==> config.mk <==
export PLATFORM = sky130hd
export DESIGN_NAME = te_trace_encoder
export DESIGN_NICKNAME = d
export VERILOG_FILES = /design/src/te_pkg.sv /design/src/te_branch_map.sv /design/src/te_event_decoder.sv /design/src/te_packet_emitter.sv /design/src/te_reg_if.sv /design/src/te_trace_encoder.sv
export SDC_FILE = /design/constraint.sdc
export NUM_CORES = 1
export LEC_CHECK = 0
export ABC_AREA = 1
export BUFFER_PORTS_ARGS = -buffer_cell sky130_fd_sc_hd__buf_4
export CAP_MARGIN = 15
export CORE_MARGIN = 1.5
export CORE_UTILIZATION = 25
export DETAILED_ROUTE_END_ITERATION = 6
export GPL_TIMING_DRIVEN = 0
export HOLD_SLACK_MARGIN = 0.02
export PLACE_DENSITY_LB_ADDON = 0.12
export SLEW_MARGIN = 0
export SYNTH_ARGS = -nofsm -noshare
export SYNTH_HDL_FRONTEND = slang
export SYNTH_SLANG_ARGS = --single-unit
==> constraint.sdc <==
create_clock -name clk_i -period 3.6 [get_ports clk_i]
set_input_delay 0.36 -clock clk_i [delete_from_list [all_inputs] [get_ports clk_i]]
set_output_delay 0.36 -clock clk_i [all_outputs]
set_load 0.05 [all_outputs]
==> src/te_pkg.sv <==
/*
 * te_pkg
 * widths, encodings, structs and register map shared by the
 * E-Trace instruction trace encoder
 */
package te_pkg;

    localparam int XLEN      = 32;
    localparam int PAYLOAD_W = 80;
    localparam int BMAP_W    = 31;
    localparam int IOPT_W    = 4;
    localparam int RESYNC_W  = 16;

    typedef logic [XLEN-1:0]      iaddr_t;
    typedef logic [1:0]           priv_t;
    typedef logic [4:0]           cause_t;
    typedef logic [PAYLOAD_W-1:0] payload_t;
    // payload length in bytes
    typedef logic [3:0]           plen_t;
    typedef logic [4:0]           bcount_t;
    // bit n is the n-th branch, 1 means not taken
    typedef logic [BMAP_W-1:0]    bmap_t;
    typedef logic [3:0]           wb_addr_t;
    typedef logic [31:0]          wb_data_t;

    // count at which one more branch fills the map
    localparam bcount_t BMAP_LAST = bcount_t'(BMAP_W - 1);

    // payload lengths, bit count rounded up to bytes
    localparam plen_t LEN_START     = 4'd5;
    localparam plen_t LEN_TRAP      = 4'd10;
    localparam plen_t LEN_SUPPORT   = 4'd2;
    localparam plen_t LEN_ADDR_ONLY = 4'd5;
    localparam plen_t LEN_F1_ADDR   = 4'd9;
    localparam plen_t LEN_F1_NOADDR = 4'd5;

    // register map, word addresses
    localparam wb_addr_t REG_CTRL   = 4'd0;
    localparam wb_addr_t REG_RESYNC = 4'd1;
    localparam wb_addr_t REG_PKTCNT = 4'd2;
    // control register fields
    localparam int CTRL_EN_BIT   = 0;
    localparam int CTRL_IOPT_LSB = 4;

    // retirement class, IT_JUMP is an uninferable jump
    typedef enum logic [2:0] {
        IT_SEQ      = 3'd0,
        IT_BR_TAKEN = 3'd1,
        IT_BR_NOT   = 3'd2,
        IT_JUMP     = 3'd3,
        IT_EXC      = 3'd4,
        IT_INT      = 3'd5
    } itype_e;

    typedef enum logic [1:0] {
        F_OPT_EXT    = 2'd0,
        F_DIFF_DELTA = 2'd1,
        F_ADDR_ONLY  = 2'd2,
        F_SYNC       = 2'd3
    } format_e;

    typedef enum logic [1:0] {
        SF_START   = 2'd0,
        SF_TRAP    = 2'd1,
        SF_CONTEXT = 2'd2,
        SF_SUPPORT = 2'd3
    } sync_sub_e;

    typedef struct packed {
        logic            valid;
        iaddr_t          iaddr;
        itype_e          itype;
        priv_t           priv;
        cause_t          cause;
        logic [XLEN-1:0] tval;
    } retire_t;

    typedef struct packed {
        logic            emit;
        format_e         format;
        sync_sub_e       subformat;
        logic            branch;
        priv_t           priv;
        iaddr_t          iaddr;
        cause_t          cause;
        logic            interrupt;
        // ioptions ride in the low bits for support events
        logic [XLEN-1:0] tval;
        logic [1:0]      qual_status;
        logic            with_address;
    } event_t;

    typedef struct packed {
        format_e   format;
        sync_sub_e subformat;
        plen_t     length;
        payload_t  payload;
    } packet_t;

    typedef struct packed {
        logic                enable;
        logic [IOPT_W-1:0]   ioptions;
        logic [RESYNC_W-1:0] resync_period;
    } cfg_t;

endpackage

==> src/te_branch_map.sv <==
/*
 * te_branch_map
 * execute stage, accumulates branch outcomes and counts them
 */
module te_branch_map import te_pkg::*; (
    input  logic    clk_i,
    input  logic    arst_n_i,
    input  logic    record_i,
    input  logic    taken_i,
    input  logic    clear_i,
    output bcount_t count_o,
    output bmap_t   map_o,
    output logic    full_o
);

    bcount_t count_q;
    bmap_t   map_q;

    assign count_o = count_q;
    assign map_o   = map_q;
    assign full_o  = count_q == bcount_t'(BMAP_W);

    always_ff @(posedge clk_i or negedge arst_n_i) begin
        if (!arst_n_i) begin
            count_q <= '0;
            map_q   <= '0;
        end else if (clear_i) begin
            // clear first, then the new outcome lands in bit 0
            count_q <= record_i ? bcount_t'(1) : '0;
            map_q   <= record_i ? bmap_t'(!taken_i) : '0;
        end else if (record_i) begin
            // 1 marks a not-taken branch
            map_q[count_q] <= !taken_i;
            count_q        <= count_q + 1'b1;
        end
    end

    // decoder never records into a full map unless it flushes it too
    assert property (@(posedge clk_i) disable iff (!arst_n_i)
        record_i && full_o |-> clear_i);

endmodule

==> src/te_event_decoder.sv <==
/*
 * te_event_decoder
 * decode stage that classifies each retirement and picks the packet
 * format and subformat and holds one event for the emitter
 */
module te_event_decoder import te_pkg::*; (
    input  logic    clk_i,
    input  logic    arst_n_i,
    input  retire_t retire_i,
    output logic    ready_o,
    input  cfg_t    cfg_i,
    input  logic    bmap_full_i,
    input  bcount_t branches_i,
    output logic    bm_record_o,
    output logic    bm_taken_o,
    output logic    bm_clear_o,
    output event_t  evt_o,
    output logic    evt_valid_o,
    input  logic    evt_ready_i
);

    logic    fire;
    logic    traced;
    logic    en_edge;
    logic    is_br;
    logic    is_trap;
    logic    sync;
    logic    pending;
    logic    rs_hit;
    bcount_t eff_count;
    event_t  evt_d;
    event_t  evt_q;
    // control state
    logic    en_q;
    logic    started_q;
    logic    trap_q;
    logic    jump_q;
    priv_t   last_priv_q;
    logic [RESYNC_W-1:0] rs_cnt_q;
    // record of the last trapping instruction
    cause_t          trap_cause_q;
    logic            trap_int_q;
    logic [XLEN-1:0] trap_tval_q;

    // stall only when the event is stuck behind a held packet
    assign ready_o     = !(evt_q.emit && !evt_ready_i);
    assign evt_o       = evt_q;
    assign evt_valid_o = evt_q.emit;

    assign fire    = retire_i.valid && ready_o;
    // enable edge not yet reported
    assign en_edge = en_q != cfg_i.enable;
    assign traced  = fire && en_q && cfg_i.enable;
    assign is_br   = retire_i.itype inside {IT_BR_TAKEN, IT_BR_NOT};
    assign is_trap = retire_i.itype inside {IT_EXC, IT_INT};

    // map is flushed whenever an event moves into the emitter
    assign bm_clear_o = evt_q.emit && evt_ready_i;
    assign eff_count  = bm_clear_o ? '0 : branches_i;
    // own branch counts as pending since it is recorded first
    assign pending    = is_br || (eff_count != '0);
    assign rs_hit     = (cfg_i.resync_period != '0) &&
                        (rs_cnt_q >= cfg_i.resync_period - 1'b1);

    assign sync        = evt_d.emit && (evt_d.format == F_SYNC);
    // sync packets carry the branch bit instead of recording it
    assign bm_record_o = traced && is_br && !sync;
    assign bm_taken_o  = retire_i.itype == IT_BR_TAKEN;

    // priority ladder of the decode rules
    always_comb begin
        evt_d           = '0;
        evt_d.format    = F_SYNC;
        evt_d.subformat = SF_START;
        evt_d.priv      = retire_i.priv;
        evt_d.iaddr     = retire_i.iaddr;
        evt_d.branch    = retire_i.itype != IT_BR_TAKEN;
        if (en_edge) begin
            evt_d.emit        = 1'b1;
            evt_d.subformat   = SF_SUPPORT;
            // 1 means ended and not traced
            evt_d.qual_status = {1'b0, !cfg_i.enable};
            evt_d.tval        = {{(XLEN-IOPT_W){1'b0}}, cfg_i.ioptions};
        end else if (traced) begin
            evt_d.emit = 1'b1;
            if (!started_q) begin
                // first instruction after enable gives a start packet
            end else if (trap_q) begin
                // handler address with the trapping instruction's record
                evt_d.subformat = SF_TRAP;
                evt_d.cause     = trap_cause_q;
                evt_d.interrupt = trap_int_q;
                evt_d.tval      = trap_tval_q;
            end else if ((retire_i.priv != last_priv_q) || rs_hit) begin
                // privilege change or resync timeout gives a start packet
            end else if (jump_q) begin
                if (pending) begin
                    evt_d.format       = F_DIFF_DELTA;
                    evt_d.with_address = 1'b1;
                end else begin
                    evt_d.format = F_ADDR_ONLY;
                end
            end else if (is_br && (eff_count == BMAP_LAST)) begin
                // this branch fills the map
                evt_d.format = F_DIFF_DELTA;
            end else begin
                evt_d.emit = 1'b0;
            end
        end
    end

    always_ff @(posedge clk_i or negedge arst_n_i) begin
        if (!arst_n_i) begin
            evt_q       <= '0;
            en_q        <= 1'b0;
            started_q   <= 1'b0;
            trap_q      <= 1'b0;
            jump_q      <= 1'b0;
            last_priv_q <= '0;
            rs_cnt_q    <= '0;
        end else begin
            if (ready_o) begin
                evt_q <= evt_d;
            end
            if (ready_o && en_edge) begin
                en_q      <= cfg_i.enable;
                started_q <= 1'b0;
                trap_q    <= 1'b0;
                jump_q    <= 1'b0;
                rs_cnt_q  <= '0;
            end else if (traced) begin
                started_q   <= 1'b1;
                trap_q      <= is_trap;
                jump_q      <= retire_i.itype == IT_JUMP;
                last_priv_q <= retire_i.priv;
                rs_cnt_q    <= sync ? '0 : rs_cnt_q + 1'b1;
            end
        end
    end

    always_ff @(posedge clk_i or negedge arst_n_i) begin
        if (!arst_n_i) begin
            trap_cause_q <= '0;
            trap_int_q   <= 1'b0;
            trap_tval_q  <= '0;
        end else if (traced && is_trap) begin
            trap_cause_q <= retire_i.cause;
            trap_int_q   <= retire_i.itype == IT_INT;
            trap_tval_q  <= retire_i.tval;
        end
    end

    // held event stays put until the emitter takes it
    assert property (@(posedge clk_i) disable iff (!arst_n_i)
        evt_valid_o && !evt_ready_i |=> $stable(evt_o));

    // a full map always has the event that flushes it queued here
    assert property (@(posedge clk_i) disable iff (!arst_n_i)
        bmap_full_i |-> evt_valid_o);

endmodule

==> src/te_packet_emitter.sv <==
/*
 * te_packet_emitter
 * result stage that assembles payload and length per format and holds
 * the packet until the sink accepts it
 */
module te_packet_emitter import te_pkg::*; (
    input  logic    clk_i,
    input  logic    arst_n_i,
    input  event_t  evt_i,
    input  logic    evt_valid_i,
    input  bcount_t count_i,
    input  bmap_t   map_i,
    output logic    evt_ready_o,
    output packet_t packet_o,
    output logic    packet_valid_o,
    input  logic    packet_ready_i,
    output logic    pkt_sent_o
);

    packet_t pkt_d;
    packet_t pkt_q;
    logic    valid_q;
    logic    load;
    // support packet reports tracing on when qual_status is 0
    logic    ienable;

    assign evt_ready_o    = !valid_q || packet_ready_i;
    assign load           = evt_valid_i && evt_ready_o;
    assign pkt_sent_o     = valid_q && packet_ready_i;
    assign packet_o       = pkt_q;
    assign packet_valid_o = valid_q;
    assign ienable        = !evt_i.qual_status[0];

    // fields packed from bit 0 upward with the upper bits zero
    always_comb begin
        pkt_d           = '0;
        pkt_d.format    = evt_i.format;
        pkt_d.subformat = evt_i.subformat;
        case (evt_i.format)
            F_SYNC: begin
                case (evt_i.subformat)
                    SF_START: begin
                        pkt_d.payload = payload_t'({evt_i.iaddr, evt_i.priv, evt_i.branch,
                                                    evt_i.subformat, evt_i.format});
                        pkt_d.length  = LEN_START;
                    end
                    SF_TRAP: begin
                        // thaddr is always 1 and the address is the handler
                        pkt_d.payload = payload_t'({evt_i.tval, evt_i.iaddr, 1'b1,
                                                    evt_i.interrupt, evt_i.cause, evt_i.priv,
                                                    evt_i.branch, evt_i.subformat,
                                                    evt_i.format});
                        pkt_d.length  = LEN_TRAP;
                    end
                    SF_SUPPORT: begin
                        // encoder_mode 0 selects branch trace only
                        pkt_d.payload = payload_t'({evt_i.tval[IOPT_W-1:0], evt_i.qual_status,
                                                    1'b0, ienable, evt_i.subformat,
                                                    evt_i.format});
                        pkt_d.length  = LEN_SUPPORT;
                    end
                    // context subformat not generated
                    default: pkt_d.length = '0;
                endcase
            end
            F_ADDR_ONLY: begin
                pkt_d.payload = payload_t'({evt_i.iaddr, evt_i.format});
                pkt_d.length  = LEN_ADDR_ONLY;
            end
            F_DIFF_DELTA: begin
                if (evt_i.with_address) begin
                    pkt_d.payload = payload_t'({evt_i.iaddr, map_i, count_i, evt_i.format});
                    pkt_d.length  = LEN_F1_ADDR;
                end else begin
                    // full map sent without an address
                    pkt_d.payload = payload_t'({map_i, count_i, evt_i.format});
                    pkt_d.length  = LEN_F1_NOADDR;
                end
            end
            // format 0 not supported
            default: pkt_d.length = '0;
        endcase
    end

    always_ff @(posedge clk_i or negedge arst_n_i) begin
        if (!arst_n_i) begin
            valid_q <= 1'b0;
        end else if (load) begin
            valid_q <= 1'b1;
        end else if (packet_ready_i) begin
            valid_q <= 1'b0;
        end
    end

    // packet held stable while the sink stalls
    always_ff @(posedge clk_i or negedge arst_n_i) begin
        if (!arst_n_i) begin
            pkt_q <= '0;
        end else if (load) begin
            pkt_q <= pkt_d;
        end
    end

    // nothing set beyond the reported byte length
    assert property (@(posedge clk_i) disable iff (!arst_n_i)
        packet_valid_o |-> (packet_o.payload >> {packet_o.length, 3'b000}) == '0);

endmodule

==> src/te_reg_if.sv <==
/*
 * te_reg_if
 * wishbone classic slave with the trace control, resync period
 * and packet count registers
 */
module te_reg_if import te_pkg::*; (
    input  logic     clk_i,
    input  logic     arst_n_i,
    input  logic     wb_cyc_i,
    input  logic     wb_stb_i,
    input  logic     wb_we_i,
    input  wb_addr_t wb_adr_i,
    input  wb_data_t wb_dat_i,
    output wb_data_t wb_dat_o,
    output logic     wb_ack_o,
    output cfg_t     cfg_o,
    input  logic     pkt_sent_i
);

    logic     req;
    logic     ack_d;
    logic     ack_q;
    // cycle already answered, wait for stb to drop
    logic     done_q;
    logic     wr_en;
    cfg_t     cfg_q;
    wb_data_t pkt_cnt_q;

    assign req   = wb_cyc_i && wb_stb_i;
    assign ack_d = req && !ack_q && !done_q;
    // write lands on the same edge that raises ack
    assign wr_en = ack_d && wb_we_i;

    assign wb_ack_o = ack_q;
    assign cfg_o    = cfg_q;

    always_ff @(posedge clk_i or negedge arst_n_i) begin
        if (!arst_n_i) begin
            ack_q  <= 1'b0;
            done_q <= 1'b0;
        end else begin
            ack_q  <= ack_d;
            done_q <= req && (done_q || ack_q);
        end
    end

    always_ff @(posedge clk_i or negedge arst_n_i) begin
        if (!arst_n_i) begin
            cfg_q     <= '0;
            pkt_cnt_q <= '0;
        end else begin
            // every transfer on the packet port
            if (pkt_sent_i) begin
                pkt_cnt_q <= pkt_cnt_q + 1'b1;
            end
            if (wr_en) begin
                case (wb_adr_i)
                    REG_CTRL: begin
                        cfg_q.enable   <= wb_dat_i[CTRL_EN_BIT];
                        cfg_q.ioptions <= wb_dat_i[CTRL_IOPT_LSB +: IOPT_W];
                    end
                    REG_RESYNC: cfg_q.resync_period <= wb_dat_i[RESYNC_W-1:0];
                    // packet count is read only, others unmapped
                    default: ;
                endcase
            end
        end
    end

    // read data, sampled by the master while ack is high
    always_comb begin
        wb_dat_o = '0;
        case (wb_adr_i)
            REG_CTRL: begin
                wb_dat_o[CTRL_EN_BIT]              = cfg_q.enable;
                wb_dat_o[CTRL_IOPT_LSB +: IOPT_W]  = cfg_q.ioptions;
            end
            REG_RESYNC: wb_dat_o[RESYNC_W-1:0] = cfg_q.resync_period;
            REG_PKTCNT: wb_dat_o = pkt_cnt_q;
            default:    wb_dat_o = '0;
        endcase
    end

    // an ack only ever answers a strobe from the cycle before
    assert property (@(posedge clk_i) disable iff (!arst_n_i)
        $rose(wb_ack_o) |-> $past(wb_stb_i && wb_cyc_i));

endmodule

==> src/te_trace_encoder.sv <==
/*
 * te_trace_encoder
 * top level, register block feeding the decode, branch map and
 * packet emitter stages
 */
module te_trace_encoder import te_pkg::*; (
    input  logic     clk_i,
    input  logic     arst_n_i,
    // retirement ingress
    input  retire_t  retire_i,
    output logic     ready_o,
    // packet egress
    output packet_t  packet_o,
    output logic     packet_valid_o,
    input  logic     packet_ready_i,
    // wishbone classic slave
    input  logic     wb_cyc_i,
    input  logic     wb_stb_i,
    input  logic     wb_we_i,
    input  wb_addr_t wb_adr_i,
    input  wb_data_t wb_dat_i,
    output wb_data_t wb_dat_o,
    output logic     wb_ack_o
);

    cfg_t    cfg;
    logic    pkt_sent;
    // decoder to branch map
    logic    bm_record;
    logic    bm_taken;
    logic    bm_clear;
    logic    bm_full;
    bcount_t bm_count;
    bmap_t   bm_map;
    // decoder to emitter
    event_t  evt;
    logic    evt_valid;
    logic    evt_ready;

    te_reg_if reg_if_i (
        .clk_i      (clk_i),
        .arst_n_i   (arst_n_i),
        .wb_cyc_i   (wb_cyc_i),
        .wb_stb_i   (wb_stb_i),
        .wb_we_i    (wb_we_i),
        .wb_adr_i   (wb_adr_i),
        .wb_dat_i   (wb_dat_i),
        .wb_dat_o   (wb_dat_o),
        .wb_ack_o   (wb_ack_o),
        .cfg_o      (cfg),
        .pkt_sent_i (pkt_sent)
    );

    te_event_decoder decoder_i (
        .clk_i       (clk_i),
        .arst_n_i    (arst_n_i),
        .retire_i    (retire_i),
        .ready_o     (ready_o),
        .cfg_i       (cfg),
        .bmap_full_i (bm_full),
        .branches_i  (bm_count),
        .bm_record_o (bm_record),
        .bm_taken_o  (bm_taken),
        .bm_clear_o  (bm_clear),
        .evt_o       (evt),
        .evt_valid_o (evt_valid),
        .evt_ready_i (evt_ready)
    );

    te_branch_map branch_map_i (
        .clk_i    (clk_i),
        .arst_n_i (arst_n_i),
        .record_i (bm_record),
        .taken_i  (bm_taken),
        .clear_i  (bm_clear),
        .count_o  (bm_count),
        .map_o    (bm_map),
        .full_o   (bm_full)
    );

    te_packet_emitter emitter_i (
        .clk_i          (clk_i),
        .arst_n_i       (arst_n_i),
        .evt_i          (evt),
        .evt_valid_i    (evt_valid),
        .count_i        (bm_count),
        .map_i          (bm_map),
        .evt_ready_o    (evt_ready),
        .packet_o       (packet_o),
        .packet_valid_o (packet_valid_o),
        .packet_ready_i (packet_ready_i),
        .pkt_sent_o     (pkt_sent)
    );

endmodule
==> results of run 1 <==
-- worst paths after layout --
| path | end | depth (start not counted) | slack, ns |
|---|---|---|---|
| worst min register to register | reg_if_i.wb_ack_o | 1 | 0.44 |
| max in group asynchronous | decoder_i.trap_tval_q[18] | 5 | 1.61 |
| worst min-delay path | decoder_i.evt_o[43] | 3 | 0.05 |
| worst max-delay path | ready_o | 6 | 0.25 |
| worst max register to register | branch_map_i.map_o[27] | 21 | 0.26 |
| min in group asynchronous | decoder_i.rs_cnt_q[12] | 2 | 0.30 |
-- state kept, by name (all words and copies together), names as in the netlist, 2 cells and up --
signal and count:
decoder_i.evt_o 79, decoder_i.last_priv_q 2, branch_map_i.map_o 31, emitter_i.packet_o 86
decoder_i.trap_cause_q 5, decoder_i.trap_tval_q 32, decoder_i.rs_cnt_q 16, reg_if_i.pkt_cnt_q 32
reg_if_i.cfg_o 21, branch_map_i.count_o 5
-- power by group --
| part | internal, mW | total (mW) | switching, mW | leakage [nW] |
|---|---|---|---|---|
| Clock | 2.39 | 4.06 | 1.68 | 0.638 |
| Combinational | 1.54 | 5.29 | 3.75 | 5.10 |
| Sequential | 4.36 | 4.89 | 0.531 | 4.05 |
| Total | 8.29 | 14.2 | 5.95 | 9.79 |
-- per-layer routing --
metal | track usage, % | wire [µm] | up-vias
met5 | 0 | 7 | -
met1 | 25.2 | 26700 | 6892
li1 | - | - | 6661
met4 | 5.77 | 1730 | 2
met2 | 28.0 | 26000 | 363
met3 | 3.47 | 3260 | 88
-- through the flow --
stage                     area (µm²)  instances
after CTS                      20400       2953
final                          20600       2961
after global routing           20600       2961
after global placement         18100       2793
after floorplan                15400       1790
after detailed placement       18200       2796
-- cells in the mapped netlist, types with 4 or more instances --
cell type,instances
nand2_1,388
dfrtp_1,318
inv_1,222
o21ai_0,183
nor2_1,106
nand3_1,96
clkbuf_1,62
xor2_1,50
o221ai_1,44
a21oi_1,43
nand4_1,43
o22ai_1,38
mux2_2,37
ha_1,29
nor3_1,25
o21ai_1,14
buf_2,12
a221oi_1,9
buf_4,9
buf_1,6
inv_2,6
clkinv_1,5
nand2_2,4
nor4_2,4
o211ai_1,4
-- timing repair --
item | 4_1_cts | 5_1_grt
resized for setup | 8 | 32
hold buffers | 85 | 0
buffers inserted | 1 | 5
gates cloned | 0 | 2
endpoints found under the setup margin | 53 | 50
pin swaps | 2 | 9
hold endpoints to repair | 144 | 0
-- worst max-delay path: stages (launching register included) --
cell,delay [ns]
dfrtp_1,0.45
nand2_2,0.15
nor2_4,0.08
clkinv_2,0.14
clkbuf_1,0.62
clkbuf_1,0.64
buf_4,0.32
-- layout make-up --
cell class / instances / area share [%]
flip-flops and latches: 318 / 38.7
diodes: 1 / 0.0122
clock buffers: 62 / 5.71
inverters: 234 / 4.29
clock inverters: 9 / 0.627
multi-input cells: 1150 / 30.9
repair buffers: 316 / 13.0
well taps: 782 / 4.76
plain buffers: 89 / 2.03
-- cells in the final DEF, fill, tap and decap left out, types with 6 or more instances in the layout --
| master | instances |
|---|---|
| nand2_2 | 10 |
| inv_2 | 8 |
| dfrtp_1 | 318 |
| o21ai_1 | 15 |
| o22ai_1 | 38 |
| nor2_1 | 105 |
| buf_4 | 229 |
| xor2_1 | 50 |
| nand3_1 | 94 |
| nand2_1 | 380 |
| ha_1 | 29 |
| nor3_1 | 21 |
| dlygate4sd3_1 | 85 |
| a21oi_1 | 42 |
| buf_1 | 6 |
| mux2_2 | 37 |
| clkbuf_16 | 41 |
| nand4_1 | 43 |
| clkbuf_8 | 9 |
| inv_1 | 219 |
| a221oi_1 | 9 |
| buf_2 | 12 |
| o221ai_1 | 44 |
| clkbuf_1 | 75 |
| o21ai_0 | 182 |
-- cells by family after synthesis --
kind of cell,after synthesis,synth area share (%)
compound gates,347,13.1
xor+xnor,52,2.95
fa+ha+maj,29,2.35
buf+inv,323,8.18
flops,318,51.5
mux,37,2.70
other cells,1,0.0243
simple gates,682,19.1
==> out/results.txt, run 1 <==
CP Max Fanout -> 10
DR vias/cell -> 4.73
Worst EP required -> 3.24 ns
vias in the first global route -> 13900
global-route wire length before repair -> 86400 µm
post-route setup slack -> 0.249 ns
Post-Place Worst Slack -> -0.388 ns
Starting DRT DRC Count -> 859
Tcrit/Tclk final -> 93.1%
Peak VDD IR -> 0.000327 V
Tmin final -> 3.35 ns
syn_area_per_cell -> 8.63 µm²
H-tree level count -> 2
Setup crit end kind -> output pin
total CTS buffers -> 40
die area -> 63200 µm²
core area -> 60700 µm²
Vert. Die Dim -> 251 µm
leak pwr -> 9.79 nW
synthesized netlist cell count -> 1789
register area -> 7960 µm²
# port buffers -> 221
number of fill cells -> 6263
Multi-input gate area -> 6350 µm²
number of synthesized flops with an enable pin -> 0
WHS -> 0.0505 ns
outcome -> complete, no violations
setup_tns -> 0 ns
max cap viols -> 0
fmax -> 298 MHz
Post-Syn Area -> 15400 µm²
I/O Pins -> 240
Skew-Pair Late Insertion Delay -> 0.58 ns
Post-layout nets -> 2295
row count -> 90
Final Max Tran Viols -> 0
largest area contributor in the synthesized netlist -> dfrtp_1
FF+latch count, synth -> 318
hold path startpoint -> retire_i[44]
WL/cell -> 19.5 µm
Fin Clk Skew -> 0.0206 ns
yosys warns -> 0
register area share after synthesis -> 51.5%
worst setup path start -> emitter_i.packet_valid_o
asr flop ratio synth -> 100%
Initial Util -> 25.4%
gr usage total -> 18.0%
CTS sink cnt -> 318
CTS tree -> built
Worst-path clk slew -> 0.06 ns
largest net degree at the start of global routing -> 102
Core Util, Final -> 33.9%
Root Buffer -> clkbuf_16
final hold viol count -> 0
initial antenna violation count -> 2
worst path arrival time -> 2.99 ns
Final Wtd Congestion -> 0.869
Tot Pwr -> 14.2 mW
Max-slew headroom -> 44.9%
Die Width -> 251 µm
Routed Antenna Nets -> 0
Pre-Repair DR Iteration Count -> 5
total number of vias -> 14000
grt ovf -> 0
top-area cell type share of the netlist area -> 51.5%
Final setup viols -> 0
WS Path Type -> register to output pin
type of origin of the critical path -> register
r2r startpoint -> reg_if_i.cfg_o[0]
residual DRC count -> 0
Top FF cell, synth -> dfrtp_1
Pwr Density -> 693 nW/µm²
ranking of synthesized cells by area -> dfrtp_1 (52%), nand2_1 (9.4%), o21ai_0 (5.9%), inv_1 (5.4%), nand3_1 (3.1%)
Hold Path Class -> primary input to register
share of layout cells above drive strength 1 -> 18.2%
Yosys cell types -> 42
DPL Wire Length -> 42900 µm
Area Growth Syn to Fin -> 33.2%
Worst-Margin Slew -> 0.824 ns
clock buffer depth -> 3
WL final -> 57600 µm
Note: power is estimated with default switching activity, not from simulation.
==> inputs of run 2 (changes only) <==
CORE_MARGIN = 5   (was 1.5)
GPL_ROUTABILITY_DRIVEN = 0   (was unset)
==> out/results.txt, run 2 (same netlist as run 1, synthesis figures left out) <==
R2R Path End -> branch_map_i.map_o[13]
type of origin of the critical path -> register
Routed Antenna Nets -> 0
Initial Util -> 25.1%
max cap viols -> 0
Hold Path Class -> primary input to register
hold depth -> 3
CTS tree -> built
die area -> 66800 µm²
WL/cell -> 19.6 µm
share of layout cells above drive strength 1 -> 18.6%
largest net degree at the start of global routing -> 103
Core Util, Final -> 33.7%
sequential share of power -> 33.6%
hold path endpoint -> decoder_i.evt_o[52]
reg-to-reg setup timing slack -> 0.28 ns
Tcrit/Tclk final -> 92.9%
Setup crit end kind -> output pin
switching share of total power -> 41.6%
total CTS buffers -> 41
max FFs per register -> 86
commonest cells after routing, fill and taps aside -> nand2_1 (381), dfrtp_1 (318), buf_4 (232)
Clock Power Share -> 29.1%
gr usage total -> 16.8%
core area -> 61500 µm²
global-route wire length before repair -> 86800 µm
final hold viol count -> 0
Vert. Die Dim -> 258 µm
fmax -> 299 MHz
Skew-Pair Late Insertion Delay -> 0.59 ns
Net Sw Power -> 6.04 mW
Post-layout nets -> 2301
Power Internal -> 8.48 mW
Pre-Repair DR Iteration Count -> 5
r2r startpoint -> reg_if_i.cfg_o[0]
WL final -> 58400 µm
WS Path Type -> register to output pin
row count -> 91
H-tree level count -> 2
placed cell count -> 2804
DR vias/cell -> 4.66
grt ovf -> 0
Worst EP required -> 3.24 ns
# port buffers -> 221
vias in the first global route -> 13900
count of non-filler cells in the finished layout -> 2982
Starting DRT DRC Count -> 944
worst setup path start -> emitter_i.packet_valid_o
outcome -> complete, no violations
Pwr Density -> 701 nW/µm²
leak pwr -> 9.86 nW
DPL Wire Length -> 43500 µm
CP Max Fanout -> 10
Worst-Margin Slew -> 0.886 ns
residual DRC count -> 0
Die Width -> 258 µm
total number of vias -> 13900
Worst-path clk slew -> 0.06 ns
Tmin final -> 3.34 ns
Final Max Tran Viols -> 0
cells on worst reg2reg path -> 24
CTS sink cnt -> 318
I/O Pins -> 240
Area Growth Syn to Fin -> 34.2%
worst path arrival time -> 2.98 ns
Root Buffer -> clkbuf_16
Fin Clk Skew -> 0.0266 ns
WHS -> 0.0532 ns
Max-slew headroom -> 40.7%
Final setup viols -> 0
hold path startpoint -> retire_i[53]
Comb pwr share -> 37.2%
most common cell after layout, fill and taps aside -> nand2_1
initial antenna violation count -> 5
setup_tns -> 0 ns
Peak VDD IR -> 0.000365 V
clock buffer depth -> 3
==> run 2: cell types whose count changed in the layout (fill, tap and decap cells not counted), moves of 3 or more <==
| cell | before | now |
|---|---|---|
| buf_4 | 229 | 232 |
| clkbuf_16 | 41 | 44 |
| clkinv_2 | 5 | 8 |
| diode_2 | 1 | 6 |
==> run 2: worst max path at each step <==
stage                                 to  cells after the start
2_1_floorplan     branch_map_i.map_o[28]                     21
3_3_place_gp   decoder_i.trap_tval_q[13]                      1
3_5_place_dp     branch_map_i.count_o[0]                     19
4_1_cts           branch_map_i.map_o[28]                     23
5_1_grt           branch_map_i.map_o[20]                     24
6_report                         ready_o                      6
==> run 2: area by class of cell <==
class | instances | area [µm²]
Sequential cell | 318 | 7960
Multi-Input combinational cell | 1150 | 6350
Inverter | 234 | 882
Antenna cell | 6 | 15.0
Clock buffer | 61 | 1180
Clock inverter | 13 | 191
Tap cell | 790 | 988
Fill cell | 6486 | 40800
Buffer | 89 | 417
Timing Repair Buffer | 321 | 2740
==> run 2: layer usage <==
metal / wire length (µm) / track usage, %
met1: 27100 / 23.8
met2: 26500 / 26.2
met3: 3210 / 3.20
met4: 1620 / 4.80
met5: 0 / 0
==> run 2: metrics by stage <==
| step | instance area, µm² | setup slack [ns] | power (mW) |
|---|---|---|---|
| after floorplan | 15400 | 0.511 | 7.91 |
| after global placement | 18100 | -1.18 | 9.95 |
| after detailed placement | 18200 | -0.431 | 10.0 |
| after CTS | 20400 | 0.000472 | 14.4 |
| after global routing | 20700 | -0.0237 | 15.3 |
| final | 20700 | 0.256 | 14.5 |
==> run 2: power groups by stage <==
stage,Combinational (mW),Sequential (mW),Clock [mW]
finish,5.41,4.88,4.23
global route,5.81,4.97,4.49
CTS,5.19,4.88,4.37
detailed placement,5.07,4.94,0
global placement,5.01,4.93,0
floorplan,2.24,5.67,0
==> run 2: worst max-delay path: stages (launching register included) <==
cell,delay (ns)
dfrtp_1,0.44
nand2_2,0.15
nor2_4,0.08
clkinv_2,0.14
clkbuf_1,0.67
clkbuf_1,0.60
buf_4,0.32
==> run 2: repair_timing <==
item / CTS / global route
setup buffers: 2 / 6
resized for setup: 6 / 35
hold endpoints to repair: 130 / 0
hold buffers: 85 / 0
pin swaps: 2 / 13
cloned: 0 / 5
endpoints found under the setup margin: 54 / 50
